<file path="config.mk">
export PLATFORM = sky130hd
export DESIGN_NAME = rvv_mul_rs_fifo
export DESIGN_NICKNAME = d
export VERILOG_FILES = /design/src/hw/rvv_mulmac_pkg.sv /design/src/hw/rvv_mul_rs_fifo.sv
export SDC_FILE = /design/constraint.sdc
export NUM_CORES = 2
export LEC_CHECK = 0
export BUFFER_PORTS_ARGS = -buffer_cell sky130_fd_sc_hd__buf_2
export CAP_MARGIN = 20
export CORE_MARGIN = 3
export CORE_UTILIZATION = 40
export DETAILED_ROUTE_END_ITERATION = 7
export GPL_TIMING_DRIVEN = 0
export PLACE_DENSITY = 0.6
export SETUP_SLACK_MARGIN = 0.05
export SLEW_MARGIN = 10
export SYNTH_ARGS = -nofsm -noshare
export SYNTH_HDL_FRONTEND = slang
export SYNTH_SLANG_ARGS = --single-unit
</file>
<file path="constraint.sdc">
create_clock -name clk -period 25.3 [get_ports clk]
set_input_delay 1.265 -clock clk [delete_from_list [all_inputs] [get_ports clk]]
set_output_delay 1.265 -clock clk [all_outputs]
set_load 0.01 [all_outputs]
</file>
<file path="src/hw/rvv_mulmac_pkg.sv">
// MUL/MAC cluster package with element constants, op encoding and micro-op types
package rvv_mulmac_pkg;

  // Element geometry, two 32-bit lanes per operand
  localparam int ELEM_W   = 32;
  localparam int NUM_ELEM = 2;
  localparam int VLEN_W   = ELEM_W * NUM_ELEM;

  // Reorder buffer tag width, 16 outstanding entries
  localparam int ROB_IDX_W = 4;

  // Per-element operation
  typedef enum logic [1:0] {
    // vd = low(vs1 * vs2)
    op_mul   = 2'b00,
    // vd = high(vs1 * vs2), signed
    op_mulh  = 2'b01,
    // vd = vd_old + low(vs1 * vs2)
    op_macc  = 2'b10,
    // vd = vd_old - low(vs1 * vs2)
    op_nmsac = 2'b11
  } mac_op_e;

  // Micro-op as held in the reservation station
  typedef struct packed {
    mac_op_e                op;
    logic [ROB_IDX_W-1:0]   rob_idx;
    logic [VLEN_W-1:0]      vs1;
    logic [VLEN_W-1:0]      vs2;
    // Old destination, addend for the accumulate forms
    logic [VLEN_W-1:0]      vd_old;
  } mul_uop_t;

  // Result write towards the reorder buffer
  typedef struct packed {
    logic [ROB_IDX_W-1:0]   rob_idx;
    logic [VLEN_W-1:0]      data;
  } rob_wr_t;

endpackage

</file>
<file path="src/hw/rvv_mul_rs_fifo.sv">
// MUL reservation station FIFO, single push, two oldest entries visible, two-wide pop
`timescale 1ns/1ps

module rvv_mul_rs_fifo #(
  parameter int RS_DEPTH = 8
) (
  input  logic                           clk,
  input  logic                           rst_n,
  input  logic                           flush,
  input  logic                           push,
  input  rvv_mulmac_pkg::mul_uop_t       push_uop,
  input  logic [1:0]                     pop,
  output rvv_mulmac_pkg::mul_uop_t [1:0] head_uop,
  output logic                           empty,
  output logic                           one_left,
  output logic                           full
);

  localparam int PTR_W = $clog2(RS_DEPTH);

  // Entry storage, payload only
  rvv_mulmac_pkg::mul_uop_t mem [RS_DEPTH];

  logic [PTR_W-1:0] wr_ptr;
  logic [PTR_W-1:0] rd_ptr;
  logic [PTR_W-1:0] rd_ptr_nxt;
  // One bit wider so full and empty differ
  logic [PTR_W:0]   count;
  logic [PTR_W:0]   pop_cnt;
  logic             push_ok;

  // Push dropped when full or flushing
  assign push_ok = push && !full && !flush;

  // Zero, one or two entries leave per cycle
  assign pop_cnt = (PTR_W+1)'(pop[0]) + (PTR_W+1)'(pop[1]);

  always_ff @(posedge clk) begin
    if (push_ok) begin
      mem[wr_ptr] <= push_uop;
    end
  end

  always_ff @(posedge clk or negedge rst_n) begin
    if (!rst_n) begin
      wr_ptr <= '0;
      rd_ptr <= '0;
      count  <= '0;
    end else if (flush) begin
      // Trap flush drops every queued entry
      wr_ptr <= '0;
      rd_ptr <= '0;
      count  <= '0;
    end else begin
      if (push_ok) begin
        wr_ptr <= wr_ptr + 1'b1;
      end
      // Depth is a power of two, pointers wrap on their own
      rd_ptr <= rd_ptr + pop_cnt[PTR_W-1:0];
      count  <= count + (PTR_W+1)'(push_ok) - pop_cnt;
    end
  end

  // Second oldest entry sits one slot behind the head
  assign rd_ptr_nxt  = rd_ptr + 1'b1;
  assign head_uop[0] = mem[rd_ptr];
  assign head_uop[1] = mem[rd_ptr_nxt];

  // Level flags from the count
  assign empty    = (count == '0);
  assign one_left = (count == (PTR_W+1)'(1));
  assign full     = (count == (PTR_W+1)'(RS_DEPTH));

endmodule

</file>
==> impl_results.md <==
* Placed Area at 0.0804 mm^2
* Maxcap violations at 0
* Post-synth top flop: edfxtp_1
* H-tree Lvls at 4
* Hold Slack at 318 ps
* Clk_lat worst skew at 810 ps
* EDFF count, synth at 1584
* Crit path arrival time at 4070 ps
* Cell area after layout at 0.0860 mm^2
* Mapped cell area at 0.0721 mm^2
* Min Tclk post-route at 5330 ps
* CTS tree: yes
* Drt drc at 0
* Fin nets at 4267
* Period utilisation layout at 0.211
* First-iteration detailed-routing DRC count at 3622
* Reg2reg setup slack at 21130 ps
* Comb pwr share at 0.257
* CP Capture Type: output port
* Clock Power Share at 0.334
* Cts hold-fix bufs at 0
* Clock slew at reported path FFs at 60 ps
* WL/cell at 31.5 um
* Core area at 0.179 mm^2
* CTS Sinks at 1594
* Yosys cell types at 27
* GP Congestion at 0.750
* Avg Vias per Cell at 5.78
* DR vias at 38000
* Num rows at 155
* # IOs at 603
* Die H at 431 um
* Post_cts resized at 0
* Post-DRT Antenna Nets at 0
* Root buf cell: clkbuf_16
* Synth area leaders: edfxtp_1, mux4_2, mux2_2
* Synth area leader: edfxtp_1
* Die Wd at 431 um
* HPWL after DPL at 145000 um
* PwrDens at 85.4 mW/mm^2
* Routed wire length at 207000 um
* Final Hold Fails at 0
* Critical path peak fanout at 11
* Via count of the first global-routing pass at 39900
* Synth Instances at 3064
* Post-CTS Setup Bufs at 0
* Yosys top cell area share at 0.660
* Final Core Density at 0.481
* RSZ-0062 raised after global routing: false
* TNS Setup at 0 ps
* Max Root-Sink Buffers at 3
* GRT Residual Overflow at 0
* Initial antenna violation count at 59
* Drt pass-1 iters at 5
* Layout area overhead at 19.3%
* Initial Util at 0.403
* Post-synthesis sequential area ratio at 0.663
* Worst reg2reg path depth at 15
* Flops & latches, synth at 1594
* Status: completed
* Critical Path RT at 24030 ps
* Num CTS Buffers at 171
* Sequential power share at 0.409
* Most frequent cell after synthesis: edfxtp_1
* Asr flop ratio synth at 0.00627
* YS warnings at 0
* Final setup margin at 19970 ps
* Synthesized area per cell at 23.5 um^2
* Final setup fails at 0
* Syn_nets at 3281
* Worst R2R Start: count[2]$_DFF_PN0_
* Filler cells at 14600
* Setup Crit Path Kind: reg -> out
* Worst VDD drop at 0.0638 mV
* Hold WC Path Type: in -> async
* CP startpoint kind: register
* Top post-synthesis cells by count: edfxtp_1, mux4_2, mux2_2
* Setup crit start: rd_ptr[1]$_DFF_PN0_
* FMAX at 187 MHz
* Leakage at 27.9 nW
* Sw Ratio at 0.283
* Rel. slew slack at 0.358
* Count of pins over their slew limit at 0
* GRT Total Usage at 0.223
* Switching power at 2.07 mW
* Worst-margin pin slew at 963 ps
* Die ar. at 0.185 mm^2
* Layout cells sized above 1 at 0.580
* Pre-CTS WS at 20480 ps
* Pint at 5.27 mW
* First-pass GRT wire length at 296000 um
* Clock skew at 33.3 ps
* Port Buf Inserts at 602
* Largest net degree at the start of global routing at 21
* Reg2reg end: mem[6][175]$_DFFE_PP_
## registers in the layout, summed over array words and instances (netlist names)
| name | flops |
|---|---|
| wr_ptr | 3 |
| mem | 1584 |
| count | 4 |
| rd_ptr | 3 |
## worst max path at each step
stage | end | slack [ps] | cells past startpoint
3_5_place_dp | mem[6][167]$_DFFE_PP_ | 20480 | 13
6_report | head_uop[330] | 19970 | 7
3_3_place_gp | mem[0][102]$_DFFE_PP_ | -21980 | 5
2_1_floorplan | mem[0][0]$_DFFE_PP_ | 3680 | 4
4_1_cts | head_uop[330] | 19710 | 7
5_1_grt | head_uop[330] | 19680 | 7
## placed cells by master, fill, tap and decap left out, drive strengths merged
| cell type | n |
|---|---|
| edfxtp | 1584 |
| buf | 998 |
| mux4 | 792 |
| mux2 | 398 |
| clkbuf | 241 |
| clkinv | 78 |
| diode | 36 |
| bufinv | 14 |
| inv | 13 |
| ha | 11 |
| dfrtp | 10 |
| nor2 | 8 |
| nor2b | 6 |
| clkinvlp | 5 |
| nor3 | 4 |
| a21oi | 3 |
| xnor2 | 2 |
| nand2 | 2 |
| nand2b | 2 |
| or3 | 2 |
| nand3 | 2 |
| o21ai | 2 |
| fa | 2 |
| xor2 | 1 |
| or3b | 1 |
| nand4b | 1 |
| nor4 | 1 |
| nor3b | 1 |
| a21o | 1 |
## critical path: stages, from the launching register on
cell,delay (ps)
dfrtp_1,410
ha_1,280
buf_2,340
buf_2,560
clkbuf_1,780
mux4_2,420
mux2_2,280
buf_2,190
## metal layers
layer,GRT usage,part of all wire,vias up
met3,0.0477,0.069,337
met4,0.0812,0.036,10
met5,0,0.00028,-
li1,-,-,15600
met1,0.290,0.39,20500
met2,0.371,0.50,1473
## cell families (layout without fill, tap and decap cells)
family,count (synthesis),after routing,share of synthesized area
flops,1594,1594,0.663
buf+inv,228,1349,0.0215
other cells,0,36,0
mux,1190,1190,0.310
compound gates,6,6,0.000451
simple gates,30,30,0.00224
xor+xnor,3,3,0.000365
fa+ha+maj,13,13,0.00246
## cell type report
type                            instances  area [um^2]  share of cell area
Antenna cell                           36         90.1             0.00105
Buffer                                221         1530              0.0178
Clock buffer                          205         4490              0.0522
Clock inverter                        103          983              0.0114
Inverter                                7         26.3            0.000306
Multi-Input combinational cell       1242        22800               0.265
Sequential cell                      1594        47800               0.556
Tap cell                             2355         2950              0.0343
Timing Repair Buffer                  813         5310              0.0617
## power by group through the flow
stage	clock, mW	combinational (mW)	sequential, mW
floorplan	0	1.16	3.09
global placement	0	1.89	3.15
detailed placement	0	1.92	3.06
CTS	2.51	1.93	3.00
global route	2.62	2.00	3.01
finish	2.45	1.88	3.00
## metrics by stage
| stage | instances | total power [mW] |
|---|---|---|
| 2_1_floorplan | 3064 | 4.25 |
| 3_3_place_gp | 6021 | 5.04 |
| 3_5_place_dp | 6232 | 4.98 |
| 4_1_cts | 6540 | 7.44 |
| 5_1_grt | 6555 | 7.63 |
| 6_report | 6576 | 7.34 |
Note: power is estimated with default switching activity, not from simulation.
