===== src/hw/rvv_mulmac_pkg.sv =====
// MUL/MAC cluster package with element constants, op encoding and micro-op types
package rvv_mulmac_pkg;

  // Element geometry, two 32-bit lanes per operand
  localparam int ELEM_W   = 32;
  localparam int NUM_ELEM = 2;
  localparam int VLEN_W   = ELEM_W * NUM_ELEM;

  // Reorder buffer tag width, 16 outstanding entries
  localparam int ROB_IDX_W = 4;

  // Per-element operation
  typedef enum logic [1:0] {
    // vd = low(vs1 * vs2)
    op_mul   = 2'b00,
    // vd = high(vs1 * vs2), signed
    op_mulh  = 2'b01,
    // vd = vd_old + low(vs1 * vs2)
    op_macc  = 2'b10,
    // vd = vd_old - low(vs1 * vs2)
    op_nmsac = 2'b11
  } mac_op_e;

  // Micro-op as held in the reservation station
  typedef struct packed {
    mac_op_e                op;
    logic [ROB_IDX_W-1:0]   rob_idx;
    logic [VLEN_W-1:0]      vs1;
    logic [VLEN_W-1:0]      vs2;
    // Old destination, addend for the accumulate forms
    logic [VLEN_W-1:0]      vd_old;
  } mul_uop_t;

  // Result write towards the reorder buffer
  typedef struct packed {
    logic [ROB_IDX_W-1:0]   rob_idx;
    logic [VLEN_W-1:0]      data;
  } rob_wr_t;

endpackage


===== src/hw/rvv_rob_wr_arb.sv =====
// Round-robin merge of two MAC result lanes into one reorder buffer write port
`timescale 1ns/1ps

module rvv_rob_wr_arb (
  input  logic                          clk,
  input  logic                          rst_n,
  input  logic [1:0]                    res_valid,
  input  rvv_mulmac_pkg::rob_wr_t [1:0] res,
  input  logic                          rob_ready,
  output logic [1:0]                    res_ready,
  output logic                          rob_valid,
  output rvv_mulmac_pkg::rob_wr_t       rob_wr
);

  // Lane with priority when both request
  logic rr_ptr;
  logic grant_idx;
  logic xfer;

  // Single requester wins outright, otherwise the pointer decides
  always_comb begin
    if (res_valid == 2'b11) begin
      grant_idx = rr_ptr;
    end else begin
      grant_idx = res_valid[1];
    end
  end

  assign rob_valid = |res_valid;
  assign rob_wr    = res[grant_idx];
  assign xfer      = rob_valid && rob_ready;

  // Ready back to the granted lane only
  assign res_ready[0] = xfer && !grant_idx;
  assign res_ready[1] = xfer && grant_idx;

  // Loser of this transfer gets priority next, lane 0 first out of reset
  always_ff @(posedge clk or negedge rst_n) begin
    if (!rst_n) begin
      rr_ptr <= 1'b0;
    end else if (xfer) begin
      rr_ptr <= !grant_idx;
    end
  end

endmodule


===== config.mk =====
export PLATFORM = sky130hd
export DESIGN_NAME = rvv_rob_wr_arb
export DESIGN_NICKNAME = d
export VERILOG_FILES = /design/src/hw/rvv_mulmac_pkg.sv /design/src/hw/rvv_rob_wr_arb.sv
export SDC_FILE = /design/constraint.sdc
export NUM_CORES = 1
export LEC_CHECK = 0
export ABC_AREA = 1
export ABC_CLOCK_PERIOD_IN_PS = 1300
export BUFFER_PORTS_ARGS = -buffer_cell sky130_fd_sc_hd__buf_2
export CORE_AREA = 2 2 82 84
export CTS_CLUSTER_SIZE = 8
export DETAILED_ROUTE_END_ITERATION = 8
export DIE_AREA = 0 0 84 86
export GPL_ROUTABILITY_DRIVEN = 0
export REMOVE_ABC_BUFFERS = 1
export SYNTH_ARGS = -nofsm -noshare
export SYNTH_HDL_FRONTEND = slang
export SYNTH_SLANG_ARGS = --single-unit

===== constraint.sdc =====
create_clock -name clk -period 1.3 [get_ports clk]
set_clock_uncertainty 0.15 [all_clocks]
set_input_delay 0.065 -clock clk [delete_from_list [all_inputs] [get_ports clk]]
set_output_delay 0.065 -clock clk [all_outputs]
set_load 0.01 [all_outputs]

==> flow_results.xml <==
<?xml version="1.0" encoding="UTF-8"?>
<metrics>
  <group name="synth">
    <metric name="netlist_instances" unit="">240</metric>
    <metric name="postSynthAreaPerCell" unit="um^2">4.45</metric>
    <metric name="netlist_top_cells_count" unit="">sky130_fd_sc_hd__nand2_1, sky130_fd_sc_hd__nand3_1, sky130_fd_sc_hd__buf_2, sky130_fd_sc_hd__buf_6, sky130_fd_sc_hd__inv_1</metric>
    <metric name="simple_gate_portion_of_the_synthesized_area" unit="%">82.9</metric>
    <metric name="synth.yosys.warnings" unit="">0</metric>
    <metric name="synth_xor_xnor_area_share" unit="%">0</metric>
    <metric name="synthArstFlopShare" unit="%">100</metric>
    <metric name="yosysSeqAreaShare" unit="%">2.34</metric>
    <metric name="post_synth_cell_types" unit="">10</metric>
    <metric name="synth_top_area_cell" unit="">sky130_fd_sc_hd__nand2_1</metric>
    <metric name="synth.ff_latch_count" unit="">1</metric>
    <metric name="synth.cell_area" unit="um^2">1070</metric>
    <metric name="synthMostInstantiatedCell" unit="">sky130_fd_sc_hd__nand2_1</metric>
    <metric name="netlist_top_cells_area" unit="">sky130_fd_sc_hd__nand2_1, sky130_fd_sc_hd__nand3_1, sky130_fd_sc_hd__buf_2</metric>
    <metric name="share_of_the_synthesized_area_in_compound_gates_ao_oa_aoi_oai" unit="%">0.468</metric>
    <metric name="synth_top_family_by_area" unit="">simple AND/OR/NAND/NOR gates</metric>
    <metric name="synth-edff-count" unit="">0</metric>
    <metric name="synthAdderAreaFrac" unit="%">0</metric>
    <metric name="yosysTopAreaCellShare" unit="%">48.8</metric>
    <metric name="post_synth_mux_area_share" unit="%">0</metric>
    <metric name="synth_ff_type" unit="">sky130_fd_sc_hd__dfrtp_1</metric>
  </group>
  <group name="timing">
    <metric name="timing.fmax" unit="MHz">750</metric>
    <metric name="worst_slew_margin_relative_to_its_limit" unit="%">79.7</metric>
    <metric name="finalHoldViolations" unit="">0</metric>
    <metric name="finalMaxSlewViolations" unit="">0</metric>
    <metric name="grt_setup_unrepaired" unit="">true</metric>
    <metric name="setup_viol" unit="">31</metric>
    <metric name="finalCriticalPeriod" unit="ps">1330</metric>
    <metric name="final_min_period_over_clock_period" unit="%">103</metric>
    <metric name="final_critical_path_setup_slack" unit="ps">-32.8</metric>
    <metric name="worstMarginPinSlew" unit="ps">304</metric>
  </group>
  <group name="finish">
    <metric name="top_regs" unit="">rr_ptr (1)</metric>
    <metric name="top_register" unit="">rr_ptr</metric>
    <metric name="sequential_cell_area" unit="um^2">25.0</metric>
    <metric name="post_route_cells_drive_above_1_share" unit="%">67.7</metric>
    <metric name="synthToLayoutAreaGrowth" unit="%">166</metric>
    <metric name="fillCellCount" unit="">661</metric>
    <metric name="largest_register_ffs" unit="">1</metric>
    <metric name="antenna-diode-count" unit="">0</metric>
    <metric name="total_area_of_multi_input_combinational_cells" unit="um^2">1230</metric>
    <metric name="layout.nets" unit="">589</metric>
  </group>
  <group name="power">
    <metric name="cell_internal_pwr" unit="W">0.000717</metric>
    <metric name="p_per_area" unit="nW/um^2">498</metric>
    <metric name="power.total" unit="W">0.00141</metric>
    <metric name="total_leakage_power" unit="nW">1.77</metric>
    <metric name="share_clk_of_total_power" unit="%">0</metric>
    <metric name="share_comb_of_total_power" unit="%">97.2</metric>
    <metric name="power_switching" unit="W">0.000697</metric>
    <metric name="switching_share" unit="%">49.3</metric>
    <metric name="ir_drop" unit="mV">0.235</metric>
    <metric name="share_seq_of_total_power" unit="%">2.8</metric>
  </group>
  <group name="grt">
    <metric name="first_global_vias" unit="">2016</metric>
    <metric name="grt_max_degree" unit="">47</metric>
    <metric name="groute.usage.overall" unit="%">13.3</metric>
    <metric name="number_of_antenna_violations_at_the_first_check_in_global_routing" unit="">0</metric>
    <metric name="grt_overflow_total" unit="">0</metric>
    <metric name="grt_pass1_wl" unit="um">8410</metric>
  </group>
  <group name="route">
    <metric name="postRouteAntennaNets" unit="">0</metric>
    <metric name="drt-total-wl" unit="um">6730</metric>
    <metric name="drt-pass1-iter-count" unit="">4</metric>
    <metric name="drcViolationCount" unit="">0</metric>
    <metric name="via_count" unit="">2355</metric>
    <metric name="initialDrtViolationCount" unit="">38</metric>
    <metric name="routedWlPerCell" unit="um">12.9</metric>
    <metric name="viasPerCell" unit="">4.50</metric>
  </group>
  <group name="worst_setup_path">
    <metric name="endpoint_kind" unit="">output port</metric>
    <metric name="critical_path_arrival" unit="ps">1120</metric>
    <metric name="startpoint_type" unit="">flop</metric>
    <metric name="worstRegToRegCells" unit="">6</metric>
    <metric name="setup.worst_path.class" unit="">reg2out</metric>
    <metric name="path_max_fanout" unit="">7</metric>
    <metric name="cp_data_required_time" unit="ps">1090</metric>
  </group>
  <group name="die">
    <metric name="row_count" unit="">29</metric>
    <metric name="design.core.area" unit="um^2">6280</metric>
    <metric name="floorplan.die_area" unit="um^2">7220</metric>
    <metric name="top_level_ports" unit="">212</metric>
    <metric name="initial_utilization" unit="%">17.0</metric>
    <metric name="fp.dieW" unit="um">84</metric>
    <metric name="die-height" unit="um">86</metric>
  </group>
  <group name="clock_network">
    <metric name="clkLatencyLatePin" unit="ps">0</metric>
    <metric name="clk_transition_reported_paths" unit="ps">0</metric>
  </group>
  <group name="placement">
    <metric name="placement.setup.worst_slack" unit="ps">-32.8</metric>
    <metric name="place.detailed.hpwl" unit="um">4430</metric>
    <metric name="number_of_buffers_added_on_ports" unit="">211</metric>
  </group>
  <group name="run_status">
    <metric name="violations" unit="">setup timing</metric>
    <metric name="run_status" unit="">finished, violations left</metric>
  </group>
  <group name="worst_hold_path">
    <metric name="worst_hold_path.num_cells" unit="">4</metric>
    <metric name="min-delay-path-class" unit="">in2reg</metric>
  </group>
  <group name="job">
    <metric name="timing.max_cap.violations" unit="">0</metric>
  </group>
</metrics>
==> what timing repair did <==
action	in CTS	in global routing
endpoints found under the setup margin	27	69
hold buffers	1	0
buffers inserted	0	1
gates cloned	0	7
gates resized for setup	3	128
pin swaps	0	7
hold endpoints to repair	1	0
==> per-layer routing <==
layer,global-route usage (%),up-vias,part of all wire [%]
met5,0,-,0
met4,0.733,0,0.58
met3,2.21,4,7.2
met2,28.0,130,56
met1,14.3,1040,37
li1,-,1181,-
==> worst paths after layout <==
| kind | start | endpoint | slack (ps) |
|---|---|---|---|
| min in group asynchronous | rst_n | rr_ptr$_DFFE_PN0P_ | 240 |
| worst min-delay path | rob_ready | rr_ptr$_DFFE_PN0P_ | 230 |
| worst min register to register | rr_ptr$_DFFE_PN0P_ | rr_ptr$_DFFE_PN0P_ | 340 |
| worst max-delay path | rr_ptr$_DFFE_PN0P_ | rob_wr[66] | -30 |
| max in group asynchronous | rst_n | rr_ptr$_DFFE_PN0P_ | 680 |
| worst max register to register | rr_ptr$_DFFE_PN0P_ | rr_ptr$_DFFE_PN0P_ | 100 |
==> critical path: stages (launching register included) <==
cell and delay (ps):
sky130_fd_sc_hd__dfrtp_1 360, sky130_fd_sc_hd__inv_2 100, sky130_fd_sc_hd__nand2_8 100, sky130_fd_sc_hd__nand2_8 140
sky130_fd_sc_hd__clkbuf_16 200, sky130_fd_sc_hd__nand2_4 60, sky130_fd_sc_hd__nand2_4 60, sky130_fd_sc_hd__buf_6 100
==> final cells by class <==
class	count	share of cell area, %
tap	77	3.39
timing repair buffer	227	52.0
sequential	1	0.881
multi-input combinational	214	43.2
inverter	4	0.529
==> cell usage in the layout (no fill, tap or decap) <==
cell and n:
sky130_fd_sc_hd__buf_4 1, sky130_fd_sc_hd__buf_12 6, sky130_fd_sc_hd__inv_1 2, sky130_fd_sc_hd__nand2_4 22, sky130_fd_sc_hd__o21ai_0 1, sky130_fd_sc_hd__buf_6 23, sky130_fd_sc_hd__nand2_8 3, sky130_fd_sc_hd__nor2_1 3
sky130_fd_sc_hd__nand3_1 68, sky130_fd_sc_hd__nand2_2 49, sky130_fd_sc_hd__nand2_1 68, sky130_fd_sc_hd__dlygate4sd3_1 1, sky130_fd_sc_hd__buf_2 191, sky130_fd_sc_hd__clkbuf_16 5, sky130_fd_sc_hd__dfrtp_1 1, sky130_fd_sc_hd__inv_2 2
==> metrics by stage <==
step	area [um^2]	instances	hold WS [ps]	util (%)	setup TNS, ps
floorplan	931	218	-381	-	-64600
global route	2840	523	260	45.2	-3720
detailed placement	2190	515	-310	34.9	-391
global placement	2190	515	-310	34.9	0
CTS	2210	516	226	35.2	-9.83
finish	2840	523	227	45.2	-464
==> power by group through the flow <==
| stage | logic [W] | clock network (W) | registers [W] |
|---|---|---|---|
| floorplan | 0.000435 | 0 | 0.0000376 |
| global placement | 0.000981 | 0 | 0.0000378 |
| detailed placement | 0.000988 | 0 | 0.0000380 |
| CTS | 0.00100 | 0 | 0.0000381 |
| global route | 0.00149 | 0 | 0.0000394 |
| finish | 0.00137 | 0 | 0.0000389 |
==> logic make-up (layout without fill, tap and decap cells) <==
kind of cell    after synthesis  count (layout)
compound gates                1               1
buf+inv                      26             231
flops                         1               1
simple gates                212             213
(Power assumes the default switching activity.)
